==> src/logic/vx_defines.svh <==
`ifndef VX_DEFINES_SVH
`define VX_DEFINES_SVH

// Datapath and register file
`define XLEN        32
`define NUM_REGS    16
`define REG_BITS    4
`define OP_BITS     4

// Opcodes
`define OP_ADD      4'h1
`define OP_ADDI     4'h2
`define OP_LW       4'h3
`define OP_SW       4'h4
`define OP_EBREAK   4'hf

// Stores here go to io_data, not to DRAM
`define IO_BUS_ADDR 32'hffff_fff0

`define RESET_PC    32'h0000_0000

`endif

==> src/logic/vx_pkg.sv <==
`include "vx_defines.svh"

package vx_pkg;

	// Register-register format
	typedef struct packed {
		logic [`OP_BITS-1:0]  opcode;
		logic [`REG_BITS-1:0] rd;
		logic [`REG_BITS-1:0] rs1;
		logic [`REG_BITS-1:0] rs2;
		logic [15:0]          unused;
	} instr_r_t;

	// Immediate format, also used by LW and SW
	typedef struct packed {
		logic [`OP_BITS-1:0]  opcode;
		logic [`REG_BITS-1:0] rd;
		logic [`REG_BITS-1:0] rs1;
		logic [3:0]           pad;
		logic signed [15:0]   imm;
	} instr_i_t;

	typedef union packed {
		instr_r_t r;
		instr_i_t i;
	} instr_t;

	// Side that owns the outstanding DRAM read
	typedef enum logic {
		IFETCH,
		DATA
	} mem_owner_e;

endpackage

==> src/logic/vx_back_end.sv <==
`timescale 1ns/1ps
`include "vx_defines.svh"

module vx_back_end
	import vx_pkg::*;
(
	input  logic                 clk,
	input  logic                 reset,
	input  logic                 issue,
	input  instr_t               instr,
	input  logic                 d_req_ready,
	input  logic                 d_rsp_valid,
	input  logic [`XLEN-1:0]     d_rsp_data,
	output logic                 d_req_valid,
	output logic                 d_req_write,
	output logic [`XLEN-1:0]     d_req_addr,
	output logic [`XLEN-1:0]     d_req_data,
	output logic                 wb_valid,
	output logic [`REG_BITS-1:0] wb_rd,
	output logic                 mem_delay
);

	logic [`XLEN-1:0]     regs [`NUM_REGS];
	logic [`XLEN-1:0]     rs1_val;
	logic [`XLEN-1:0]     rs2_val;
	logic [`XLEN-1:0]     rd_val;
	logic [`XLEN-1:0]     imm_ext;
	logic [`XLEN-1:0]     wb_data;
	logic                 is_alu;
	logic                 is_mem;
	logic                 load_done;
	logic                 alu_valid;
	logic [`XLEN-1:0]     alu_result;
	logic                 req_valid;
	logic                 mem_busy;
	logic                 mem_write;
	logic [`REG_BITS-1:0] dest_rd;
	logic [`XLEN-1:0]     mem_addr;
	logic [`XLEN-1:0]     mem_data;

	// r0 reads zero
	assign rs1_val = (instr.r.rs1 == '0) ? '0 : regs[instr.r.rs1];
	assign rs2_val = (instr.r.rs2 == '0) ? '0 : regs[instr.r.rs2];
	assign rd_val  = (instr.i.rd == '0) ? '0 : regs[instr.i.rd];
	assign imm_ext = {{(`XLEN-16){instr.i.imm[15]}}, instr.i.imm};

	assign is_alu = (instr.r.opcode == `OP_ADD) || (instr.i.opcode == `OP_ADDI);
	assign is_mem = (instr.i.opcode == `OP_LW) || (instr.i.opcode == `OP_SW);

	// One instruction in flight, so one destination register
	assign load_done = d_rsp_valid && mem_busy && !mem_write;
	assign wb_valid  = alu_valid || load_done;
	assign wb_rd     = dest_rd;
	assign wb_data   = alu_valid ? alu_result : d_rsp_data;

	assign d_req_valid = req_valid;
	assign d_req_write = mem_write;
	assign d_req_addr  = mem_addr;
	assign d_req_data  = mem_data;
	assign mem_delay   = mem_busy;

	always_ff @(posedge clk) begin
		if (reset) begin
			alu_valid <= 1'b0;
			req_valid <= 1'b0;
			mem_busy  <= 1'b0;
		end else begin
			alu_valid <= issue && is_alu;
			if (issue && is_mem) begin
				req_valid <= 1'b1;
				mem_busy  <= 1'b1;
			end else begin
				if (req_valid && d_req_ready) begin
					req_valid <= 1'b0;
					// Store is done once accepted
					if (mem_write) begin
						mem_busy <= 1'b0;
					end
				end
				if (load_done) begin
					mem_busy <= 1'b0;
				end
			end
		end
	end

	always_ff @(posedge clk) begin
		if (issue) begin
			dest_rd    <= instr.i.rd;
			alu_result <= rs1_val + ((instr.r.opcode == `OP_ADD) ? rs2_val : imm_ext);
			mem_write  <= (instr.i.opcode == `OP_SW);
			mem_addr   <= rs1_val + imm_ext;
			mem_data   <= rd_val;
		end
	end

	always_ff @(posedge clk) begin
		if (wb_valid && wb_rd != '0) begin
			regs[wb_rd] <= wb_data;
		end
	end

endmodule

==> src/logic/vx_core.sv <==
`timescale 1ns/1ps
`include "vx_defines.svh"

module vx_core
	import vx_pkg::*;
(
	input  logic             clk,
	input  logic             reset,
	output logic             io_valid,
	output logic [`XLEN-1:0] io_data,
	output logic             dram_req_read,
	output logic             dram_req_write,
	output logic [`XLEN-1:0] dram_req_addr,
	output logic [`XLEN-1:0] dram_req_data,
	input  logic             dram_req_ready,
	input  logic             dram_rsp_valid,
	input  logic [`XLEN-1:0] dram_rsp_data,
	output logic             dram_rsp_ready,
	output logic             out_ebreak
);

	logic                 if_req_valid;
	logic [`XLEN-1:0]     if_req_addr;
	logic                 if_req_ready;
	logic                 if_rsp_valid;
	logic [`XLEN-1:0]     if_rsp_data;
	logic                 d_req_valid;
	logic                 d_req_write;
	logic [`XLEN-1:0]     d_req_addr;
	logic [`XLEN-1:0]     d_req_data;
	logic                 d_req_ready;
	logic                 mc_d_req_valid;
	logic                 mc_d_req_ready;
	logic                 d_rsp_valid;
	logic [`XLEN-1:0]     d_rsp_data;
	logic                 instr_valid;
	instr_t               instr;
	logic                 schedule_delay;
	logic                 is_empty;
	logic                 issue;
	logic                 mem_delay;
	logic                 wb_valid;
	logic [`REG_BITS-1:0] wb_rd;

	assign issue = instr_valid && !schedule_delay;

	// IO stores are taken here and never reach DRAM
	assign io_valid       = d_req_valid && d_req_write && (d_req_addr == `IO_BUS_ADDR);
	assign io_data        = d_req_data;
	assign mc_d_req_valid = d_req_valid && !io_valid;
	assign d_req_ready    = io_valid || mc_d_req_ready;

	vx_front_end front_end (
		.clk            (clk),
		.reset          (reset),
		.schedule_delay (schedule_delay),
		.is_empty       (is_empty),
		.if_req_ready   (if_req_ready),
		.if_rsp_valid   (if_rsp_valid),
		.if_rsp_data    (if_rsp_data),
		.if_req_valid   (if_req_valid),
		.if_req_addr    (if_req_addr),
		.instr_valid    (instr_valid),
		.instr          (instr),
		.fetch_ebreak   (out_ebreak)
	);

	vx_scheduler scheduler (
		.clk            (clk),
		.reset          (reset),
		.instr_valid    (instr_valid),
		.instr          (instr),
		.mem_delay      (mem_delay),
		.wb_valid       (wb_valid),
		.wb_rd          (wb_rd),
		.schedule_delay (schedule_delay),
		.is_empty       (is_empty)
	);

	vx_back_end back_end (
		.clk         (clk),
		.reset       (reset),
		.issue       (issue),
		.instr       (instr),
		.d_req_ready (d_req_ready),
		.d_rsp_valid (d_rsp_valid),
		.d_rsp_data  (d_rsp_data),
		.d_req_valid (d_req_valid),
		.d_req_write (d_req_write),
		.d_req_addr  (d_req_addr),
		.d_req_data  (d_req_data),
		.wb_valid    (wb_valid),
		.wb_rd       (wb_rd),
		.mem_delay   (mem_delay)
	);

	vx_mem_controller mem_controller (
		.clk            (clk),
		.reset          (reset),
		.if_req_valid   (if_req_valid),
		.if_req_addr    (if_req_addr),
		.if_req_ready   (if_req_ready),
		.if_rsp_valid   (if_rsp_valid),
		.if_rsp_data    (if_rsp_data),
		.d_req_valid    (mc_d_req_valid),
		.d_req_write    (d_req_write),
		.d_req_addr     (d_req_addr),
		.d_req_data     (d_req_data),
		.d_req_ready    (mc_d_req_ready),
		.d_rsp_valid    (d_rsp_valid),
		.d_rsp_data     (d_rsp_data),
		.dram_req_read  (dram_req_read),
		.dram_req_write (dram_req_write),
		.dram_req_addr  (dram_req_addr),
		.dram_req_data  (dram_req_data),
		.dram_req_ready (dram_req_ready),
		.dram_rsp_valid (dram_rsp_valid),
		.dram_rsp_data  (dram_rsp_data),
		.dram_rsp_ready (dram_rsp_ready)
	);

endmodule

==> src/logic/vx_front_end.sv <==
`timescale 1ns/1ps
`include "vx_defines.svh"

module vx_front_end
	import vx_pkg::*;
(
	input  logic             clk,
	input  logic             reset,
	input  logic             schedule_delay,
	input  logic             is_empty,
	input  logic             if_req_ready,
	input  logic             if_rsp_valid,
	input  logic [`XLEN-1:0] if_rsp_data,
	output logic             if_req_valid,
	output logic [`XLEN-1:0] if_req_addr,
	output logic             instr_valid,
	output instr_t           instr,
	output logic             fetch_ebreak
);

	logic             req_valid;
	logic             rsp_wait;
	logic             halted;
	logic [`XLEN-1:0] pc;
	logic             issue;
	logic             fetch_next;
	instr_t           rsp_instr;

	assign issue     = instr_valid && !schedule_delay;
	assign rsp_instr = if_rsp_data;

	// Next word only once the held one is gone
	assign fetch_next = !req_valid && !rsp_wait && !halted && (!instr_valid || issue);

	assign if_req_valid = req_valid;
	assign if_req_addr  = pc;

	always_ff @(posedge clk) begin
		if (reset) begin
			req_valid    <= 1'b0;
			rsp_wait     <= 1'b0;
			halted       <= 1'b0;
			instr_valid  <= 1'b0;
			fetch_ebreak <= 1'b0;
			pc           <= `RESET_PC;
		end else begin
			if (fetch_next) begin
				req_valid <= 1'b1;
			end else if (req_valid && if_req_ready) begin
				req_valid <= 1'b0;
			end

			if (req_valid && if_req_ready) begin
				rsp_wait <= 1'b1;
			end else if (if_rsp_valid) begin
				rsp_wait <= 1'b0;
			end

			if (if_rsp_valid) begin
				pc <= pc + 32'd4;
				// EBREAK stops fetch and is never handed on
				if (rsp_instr.r.opcode == `OP_EBREAK) begin
					halted <= 1'b1;
				end else begin
					instr_valid <= 1'b1;
				end
			end else if (issue) begin
				instr_valid <= 1'b0;
			end

			if (halted && is_empty) begin
				fetch_ebreak <= 1'b1;
			end
		end
	end

	always_ff @(posedge clk) begin
		if (if_rsp_valid) begin
			instr <= rsp_instr;
		end
	end

endmodule

==> src/logic/vx_mem_controller.sv <==
`timescale 1ns/1ps
`include "vx_defines.svh"

module vx_mem_controller
	import vx_pkg::*;
(
	input  logic             clk,
	input  logic             reset,
	input  logic             if_req_valid,
	input  logic [`XLEN-1:0] if_req_addr,
	output logic             if_req_ready,
	output logic             if_rsp_valid,
	output logic [`XLEN-1:0] if_rsp_data,
	input  logic             d_req_valid,
	input  logic             d_req_write,
	input  logic [`XLEN-1:0] d_req_addr,
	input  logic [`XLEN-1:0] d_req_data,
	output logic             d_req_ready,
	output logic             d_rsp_valid,
	output logic [`XLEN-1:0] d_rsp_data,
	output logic             dram_req_read,
	output logic             dram_req_write,
	output logic [`XLEN-1:0] dram_req_addr,
	output logic [`XLEN-1:0] dram_req_data,
	input  logic             dram_req_ready,
	input  logic             dram_rsp_valid,
	input  logic [`XLEN-1:0] dram_rsp_data,
	output logic             dram_rsp_ready
);

	logic       read_busy;
	mem_owner_e rsp_owner;
	logic       hold;
	mem_owner_e hold_owner;
	logic       sel_data;
	logic       active;

	// A stalled grant keeps its side until it transfers
	assign sel_data = hold ? (hold_owner == DATA) : d_req_valid;
	assign active   = !read_busy && (sel_data ? d_req_valid : if_req_valid);

	assign dram_req_read  = active && (!sel_data || !d_req_write);
	assign dram_req_write = active && sel_data && d_req_write;
	assign dram_req_addr  = sel_data ? d_req_addr : if_req_addr;
	assign dram_req_data  = d_req_data;

	assign d_req_ready  = active && sel_data && dram_req_ready;
	assign if_req_ready = active && !sel_data && dram_req_ready;

	// Never refuse a response for our one outstanding read
	assign dram_rsp_ready = read_busy;
	assign if_rsp_valid   = dram_rsp_valid && read_busy && (rsp_owner == IFETCH);
	assign d_rsp_valid    = dram_rsp_valid && read_busy && (rsp_owner == DATA);
	assign if_rsp_data    = dram_rsp_data;
	assign d_rsp_data     = dram_rsp_data;

	always_ff @(posedge clk) begin
		if (reset) begin
			read_busy  <= 1'b0;
			rsp_owner  <= IFETCH;
			hold       <= 1'b0;
			hold_owner <= IFETCH;
		end else begin
			if (active && !dram_req_ready) begin
				hold       <= 1'b1;
				hold_owner <= sel_data ? DATA : IFETCH;
			end else if (active) begin
				hold <= 1'b0;
			end

			if (dram_req_read && dram_req_ready) begin
				read_busy <= 1'b1;
				rsp_owner <= sel_data ? DATA : IFETCH;
			end else if (dram_rsp_valid && dram_rsp_ready) begin
				read_busy <= 1'b0;
			end
		end
	end

endmodule

==> src/logic/vx_scheduler.sv <==
`timescale 1ns/1ps
`include "vx_defines.svh"

module vx_scheduler
	import vx_pkg::*;
(
	input  logic                 clk,
	input  logic                 reset,
	input  logic                 instr_valid,
	input  instr_t               instr,
	input  logic                 mem_delay,
	input  logic                 wb_valid,
	input  logic [`REG_BITS-1:0] wb_rd,
	output logic                 schedule_delay,
	output logic                 is_empty
);

	logic [`NUM_REGS-1:0] pending;
	logic [`NUM_REGS-1:0] set_mask;
	logic [`NUM_REGS-1:0] clr_mask;
	logic                 uses_rs2;
	logic                 uses_rd;
	logic                 writes_rd;
	logic                 hazard;

	assign uses_rs2  = (instr.r.opcode == `OP_ADD);
	assign writes_rd = (instr.i.opcode == `OP_ADD) || (instr.i.opcode == `OP_ADDI) ||
		(instr.i.opcode == `OP_LW);
	// SW reads rd as its store data
	assign uses_rd   = writes_rd || (instr.i.opcode == `OP_SW);

	assign hazard = pending[instr.i.rs1] ||
		(uses_rs2 && pending[instr.r.rs2]) ||
		(uses_rd && pending[instr.i.rd]);

	assign schedule_delay = mem_delay || hazard;
	assign is_empty       = !(|pending) && !mem_delay;

	always_comb begin
		set_mask = '0;
		clr_mask = '0;
		if (instr_valid && !schedule_delay && writes_rd && instr.i.rd != '0) begin
			set_mask[instr.i.rd] = 1'b1;
		end
		if (wb_valid) begin
			clr_mask[wb_rd] = 1'b1;
		end
	end

	always_ff @(posedge clk) begin
		if (reset) begin
			pending <= '0;
		end else begin
			pending <= (pending & ~clr_mask) | set_mask;
		end
	end

endmodule

==> config.mk <==
export PLATFORM = sky130hd
export DESIGN_NAME = vx_core
export DESIGN_NICKNAME = d
export VERILOG_FILES = /design/src/logic/vx_pkg.sv /design/src/logic/vx_back_end.sv /design/src/logic/vx_core.sv /design/src/logic/vx_front_end.sv /design/src/logic/vx_mem_controller.sv /design/src/logic/vx_scheduler.sv
export VERILOG_INCLUDE_DIRS = /design/src /design/src/logic
export SDC_FILE = /design/constraint.sdc
export NUM_CORES = 1
export LEC_CHECK = 0
export BUFFER_PORTS_ARGS = -buffer_cell sky130_fd_sc_hd__buf_2
export CAP_MARGIN = 20
export CORE_MARGIN = 4
export CORE_UTILIZATION = 40
export CTS_CLUSTER_DIAMETER = 200
export DETAILED_ROUTE_END_ITERATION = 7
export MAX_ROUTING_LAYER = met4
export PLACE_DENSITY = 0.57
export SLEW_MARGIN = 25
export SYNTH_ARGS = -nofsm -noshare
export SYNTH_HDL_FRONTEND = slang
export SYNTH_SLANG_ARGS = --single-unit
==> constraint.sdc <==
create_clock -name clk -period 6.2 [get_ports clk]
set_input_delay 0.62 -clock clk [delete_from_list [all_inputs] [get_ports clk]]
set_output_delay 0.62 -clock clk [all_outputs]
set_load 0.1 [all_outputs]
# After elaboration in Yosys (flattened, before gate mapping)

Memories as Yosys holds them, arrays and structs flattened. A register that Yosys moved wholly into a read port is not among the register bits.
Index checks and enable logic that the tools add are counted.

Bitwise logic cells: 4
Muxes and demuxes: 41
Eq/ne operators: 7
Reductions and logical operators: 74
Add/sub/neg operators: 3
Order comparisons: 6

Operators by type and width:

| operator                                                                             | count |
|---|---|
| 32-bit two-way mux                                                                   | 5 |
| 32-bit adder                                                                         | 2 |
| 1-bit logical AND                                                                    | 34 |
| 32-bit by 3-bit adder with 32-bit output (second input constant)                     | 1 |
| 32-bit == test (second input constant)                                               | 1 |
| 16-bit two-way mux                                                                   | 2 |
| 1-bit two-way mux                                                                    | 27 |
| 4-bit by 5-bit less-than comparator with 1-bit output (second input constant)        | 4 |
| 16-bit bitwise AND                                                                   | 1 |
| 16-bit inverter                                                                      | 1 |
| 16-bit bitwise OR                                                                    | 1 |
| 16-bit OR reduction                                                                  | 1 |
| 1-bit binary-select mux with 4-bit select                                            | 3 |
| 1-bit logical NOT                                                                    | 12 |
| 4-bit logical NOT                                                                    | 3 |
| 2-bit nonzero test                                                                   | 6 |
| 1-bit logical OR                                                                     | 11 |
| 1-bit demux with 4-bit select                                                        | 2 |
| 4-bit by 2-bit == test with 1-bit output (second input constant)                     | 2 |
| 4-bit by 1-bit greater-or-equal comparator with 1-bit output (second input constant) | 2 |
| 4-bit two-way mux                                                                    | 2 |
| 4-bit nonzero test                                                                   | 2 |
| 2-bit AND reduction                                                                  | 3 |
| 3-bit nonzero test                                                                   | 2 |
| other kinds (5)                                                                      | 5 |

Memory bits (writable): 512
Word-level logic and storage cells: 155
Input port bits: 36
Memories kept: 1
Bits in registers: 161

Memory list:

| memory        | words | width | read ports | clocked after memory_dff | wr ports | line              | source |
|---|---|---|---|---|---|---|---|
| back_end.regs | 16    | 32    | 3          | 3                        | 1        | vx_back_end.sv:23 | `` logic [`XLEN-1:0] regs [`NUM_REGS]; `` |

# Logic depth before layout (Yosys ltp)

Depth after elaboration: 14
Mapped depth: 23
Mapped depth without buffers: 17

# Modules after synthesis

Synthesis repeated with hierarchy kept, for this count alone.

Cells, all modules: 2616
Area total of the unflattened synthesis: 40666.5 um^2

By module, submodules not included:

| module            | seq. area each (um^2) | cells each | instances | area an instance (um^2) |
|---|---|---|---|---|
| vx_back_end       | 18467.7               | 2090       | 1         | 35113.7 |
| vx_front_end      | 1661.6                | 220        | 1         | 2655.0 |
| vx_mem_controller | 80.1                  | 162        | 1         | 1480.2 |
| vx_scheduler      | 320.3                 | 127        | 1         | 1290.0 |
| vx_core           | 0.0                   | 17         | 1         | 127.6 |

# Least setup slack after synthesis

OpenSTA, ideal clock, no wires.

Path kind: reg2reg
Start point: register with a tool-made name
End point: register back_end.mem_addr[25] (netlist: back_end.d_req_addr[25]) (data pin)
Library setup time: 0.262 ns
Buffers on the path: 6
Arrival time: 5.333 ns
Clock period less this slack: 5.595 ns
Setup slack: 0.605 ns
Cell stages (with the launch flop): 21
Path through: dfxtp_1 -> buf_6 -> buf_12 -> buf_6 -> buf_2 -> clkbuf_1 -> buf_1 -> mux4_2 -> mux4_2 -> and2_1 -> ha_1 -> o2111ai_1 -> nand3_1 -> maj3_1 -> and4_1 -> o31a_1 -> a21oi_2 -> o21ai_1 -> o31ai_1 -> o21ai_1 -> xor2_1

RTL lines:

| item                 | line              | source |
|---|---|---|
| to (signal assigned) | vx_back_end.sv:92 | `mem_addr <= rs1_val + imm_ext;` |
| to (decl)            | vx_back_end.sv:38 | `` logic [`XLEN-1:0] mem_addr; `` |

# Final worst setup path

Start point: register front_end.instr[29] in the netlist's numbering
End point: register back_end.alu_result[30] (data pin)

Cells in the longest elaborated chain, start to end: 3

RTL lines:

| item                                                      | line               | source |
|---|---|---|
| from (decl)                                               | vx_front_end.sv:17 | `output instr_t instr,` |
| from (signal assigned)                                    | vx_front_end.sv:79 | `instr <= rsp_instr;` |
| 4-bit by 1-bit == test with 1-bit output (no source line) | -                  |  |
| 32-bit two-way mux                                        | vx_back_end.sv:90  | `` alu_result <= rs1_val + ((instr.r.opcode == `OP_ADD) ? rs2_val : imm_ext); `` |
| 32-bit adder                                              | vx_back_end.sv:90  |  |
| to (signal assigned)                                      | vx_back_end.sv:90  |  |
| to (decl)                                                 | vx_back_end.sv:33  | `` logic [`XLEN-1:0] alu_result; `` |

Every way passes these cells.
A chain may end at the register's enable or synchronous reset.

==> results.py <==
metrics = {
    "grt": {
        "grt_max_degree": 67,
        "grt_pass1_vias": 25300,
        "grt_pass1_wl_mm": 183,
        "antenna_found_initial": 2,
        "grt_usage_pct": 24.9,
        "grt-ovfl-total": 0,
    },
    "die": {
        "die_y_um": 323,
        "rows": 115,
        "pin_count": 137,
        "die_width_um": 323,
        "core_area_um2": 98400,
        "die_area_um2": 104000,
        "initial_utilization_pct": 40.3,
    },
    "clock_network": {
        "cts_tree": "built",
        "htree_levels": 3,
        "cts_root_buffer": "clkbuf_16",
        "cts_buffers": 82,
        "clock_sinks": 711,
        "cts_resized": 0,
        "cts.reportedPaths.clkPinSlew_ps": 60,
        "post-cts-setup-buffers": 0,
        "clock_latency_ps": 640,
        "clk_path_buf_depth": 3,
        "hold_buffers": 0,
    },
    "detailed_routing": {
        "drtIter0Drc": 2886,
        "firstDrtPassIters": 7,
        "routedWlPerCell_um": 31.9,
        "wirelength_mm": 127,
        "vias_per_cell": 6.40,
        "ant_nets": 0,
        "drc": 0,
        "vias": 25500,
    },
    "logic_synthesis": {
        "async_flop_share_pct": 0,
        "netlist_area_um2": 39600,
        "synthCells": 2483,
        "synth-xor-area-share_pct": 2.40,
        "synth_compound_area_share_pct": 5.69,
        "synth_top_family_by_area": "multiplexers",
        "synth_flop_cell": "edfxtp_1",
        "ys_types": 97,
        "synth_edf_count": 645,
        "synthAdderAreaFrac_pct": 1.64,
        "avgSynthCellArea_um2": 16.0,
        "synth-seq-area-share_pct": 52.2,
        "synth_mux_area_share_pct": 29.0,
        "synth-simple-area-share_pct": 6.42,
        "synth-seq-cells": 711,
        "yosysWarnings": 0,
    },
    "pwr": {
        "ir_worst_vdd_mv": 0.171,
        "leakagePower_nw": 15.0,
        "p_per_area_nw_per_um2": 260,
    },
    "timing": {
        "period_needed_ps": 5290,
        "rsz0062_at_grt": "no",
        "final_max_slew_viol_count": 0,
        "period_share_pct": 85.3,
        "slew_headroom_pct": 25.5,
        "final.setup.tns_ps": 0,
        "max_freq_mhz": 189,
        "tightest_slew_ps": 1110,
        "final_hold_viol_count": 0,
        "setup_viol": 0,
        "skew_ps": 29.7,
    },
    "cells_and_area": {
        "nets": 2698,
        "areaGrowthSynthToFinish_pct": 12.7,
        "design_area_um2": 44700,
        "drive_gt1_share_pct": 34.0,
        "fillers": 8520,
    },
    "flow_run": {
        "maxCapViolations": 0,
    },
    "hold_path": {
        "hp-class": "in2reg",
        "worstHoldStart": "dram_rsp_data[8]",
        "worstHoldPathCells": 1,
    },
    "critical_path": {
        "end_kind": "flip-flop",
        "required_ps": 6570,
        "path_class": "reg2reg",
        "cp_cell_sequence": "or4b_1 > nor2_4 > nand3_1 > nand2_1 > xor2_1 > ha_1 > o21ai_0 > a211oi_1 > a211oi_2 > o31ai_2 > a2111oi_2 > nand2b_1 > o21ai_1 > xor2_1",
        "cp-startpoint": "front_end.instr[29]$_DFFE_PP_",
        "slowest_delay_ps": 1020,
        "slowest_stage": "or4b_1",
        "path_depth": 14,
        "crit_path_max_fanout": 16,
        "r2r-start": "front_end.instr[29]$_DFFE_PP_",
        "rr_worst_depth": 14,
        "startpoint_type": "flip-flop",
        "r2r_slack_ps": 910,
        "arrival_ps": 5660,
        "path_buf_inv": 0,
        "critPathTopFamily": "simple AND/OR/NAND/NOR gates",
        "cpMostUsedCell": "xor2_1",
    },
    "placed_design": {
        "gp_congestion": 0.949,
        "place_hpwl_mm": 83.4,
        "place_area_um2": 42000,
        "portBuffers": 136,
    },
    "status": {
        "status": "complete, no violations",
    },
}
## worst paths after layout
check / endpoint
worst max-delay path: back_end.alu_result[30]$_DFFE_PP_
worst min register to register: front_end.halted$_SDFFE_PP0P_
worst max register to register: back_end.alu_result[30]$_DFFE_PP_
worst min-delay path: front_end.instr[8]$_DFFE_PP_
## cell usage after synthesis (8+ instances only)
library cell	n	area share (%)
a211oi_1	8	0.15
a21o_1	32	0.61
a21oi_1	77	0.97
a22o_1	8	0.18
a22oi_1	31	0.59
a31oi_1	13	0.21
and2_1	37	0.58
and3_1	24	0.38
and4_1	8	0.18
buf_1	39	0.37
buf_2	20	0.25
buf_4	44	0.83
clkbuf_1	81	0.77
dfxtp_1	66	3.3
edfxtp_1	645	49
ha_1	39	1.2
inv_1	26	0.25
maj3_1	15	0.38
mux2_2	75	2.1
mux2i_1	63	1.6
mux4_1	13	0.86
mux4_2	429	24
nand2_1	121	1.1
nand2b_1	15	0.24
nand3_1	37	0.47
nand4_1	19	0.30
nor2_1	113	1.1
nor2b_1	50	0.79
nor3_1	13	0.16
nor4_1	9	0.14
o211ai_1	10	0.19
o21ai_0	49	0.62
o21ai_1	15	0.19
or2_2	9	0.14
xnor2_1	53	1.2
xor2_1	54	1.2
## routing by layer
layer | share of wire, % | track usage (%) | vias to the layer above
li1 | - | - | 10500
met1 | 43 | 35.5 | 13400
met2 | 46 | 37.4 | 1352
met3 | 8.9 | 4.65 | 204
met4 | 2.5 | 6.12 | 0
met5 | 0 | - | -
## final cells by class
| type | count | area, µm² | area share, % |
|---|---|---|---|
| Clock inverter | 45 | 424 | 0.949 |
| Inverter | 26 | 97.6 | 0.218 |
| Sequential cell | 711 | 20700 | 46.3 |
| Timing Repair Buffer | 215 | 1400 | 3.14 |
| Multi-Input combinational cell | 1587 | 18100 | 40.6 |
| Clock buffer | 105 | 2290 | 5.14 |
| Tap cell | 1287 | 1610 | 3.60 |
| Antenna cell | 2 | 5.00 | 0.0112 |
## power by group
part	internal [W]	switching, W	leakage [nW]
Sequential	0.00529	0.0000651	6.36
Combinational	0.000522	0.000793	7.30
Clock	0.00294	0.00201	1.33
Total	0.00876	0.00287	15.0
## per-stage QoR
stage | instances | util [%] | hold slack [ps] | worst slack (ps) | total power (W)
floorplan | 2514 | - | 424 | 605 | 0.00638
global placement | 3823 | 42.5 | 482 | 1070 | 0.00676
detailed placement | 3826 | 42.6 | 493 | 1080 | 0.00676
CTS | 3976 | 45.4 | 139 | 1000 | 0.0117
global route | 3977 | 45.4 | 152 | 770 | 0.0120
finish | 3978 | 45.4 | 170 | 913 | 0.0116
## cell families after synthesis
group / after synthesis
flip-flops: 711
XOR/XNOR: 108
AND/OR/NAND/NOR: 491
buffers and inverters: 216
multiplexers: 580
adder cells (fa/ha/maj): 55
other: 1
AO/OA/AOI/OAI: 321
## layout by cell type (no fill, tap or decap), types with 16 or more instances in the layout
master and n:
a21o_1 32, xor2_1 54, a22oi_1 31, mux2i_1 63
edfxtp_1 645, buf_2 135, buf_4 70, nand2_1 121
o21ai_0 49, inv_1 25, ha_1 39, mux4_2 429
clkbuf_16 87, mux2_2 75, nor2_1 99, dfxtp_1 59
nand3_1 37, xnor2_1 53, conb_1 32, nor2b_1 50
and3_1 23, a21oi_1 77, nand4_1 19, and2_1 37
clkinv_2 16
## flip-flops by register name, summed over array words and instances, names as in the netlist, named ones only
signal / cells
mem_controller.hold_owner: 1
front_end.rsp_wait: 1
front_end.instr_valid: 1
scheduler.pending: 16
mem_controller.dram_rsp_ready: 1
front_end.instr: 32
back_end.d_req_addr: 32
mem_controller.rsp_owner: 1
front_end.halted: 1
back_end.d_req_valid: 1
back_end.d_req_write: 1
front_end.fetch_ebreak: 1
back_end.alu_result: 32
front_end.if_req_addr: 30
front_end.if_req_valid: 1
mem_controller.hold: 1
back_end.alu_valid: 1
back_end.wb_rd: 4
back_end.regs: 512
back_end.mem_delay: 1
back_end.d_req_data: 32
No activity file was read; power rests on OpenSTA's default activity.
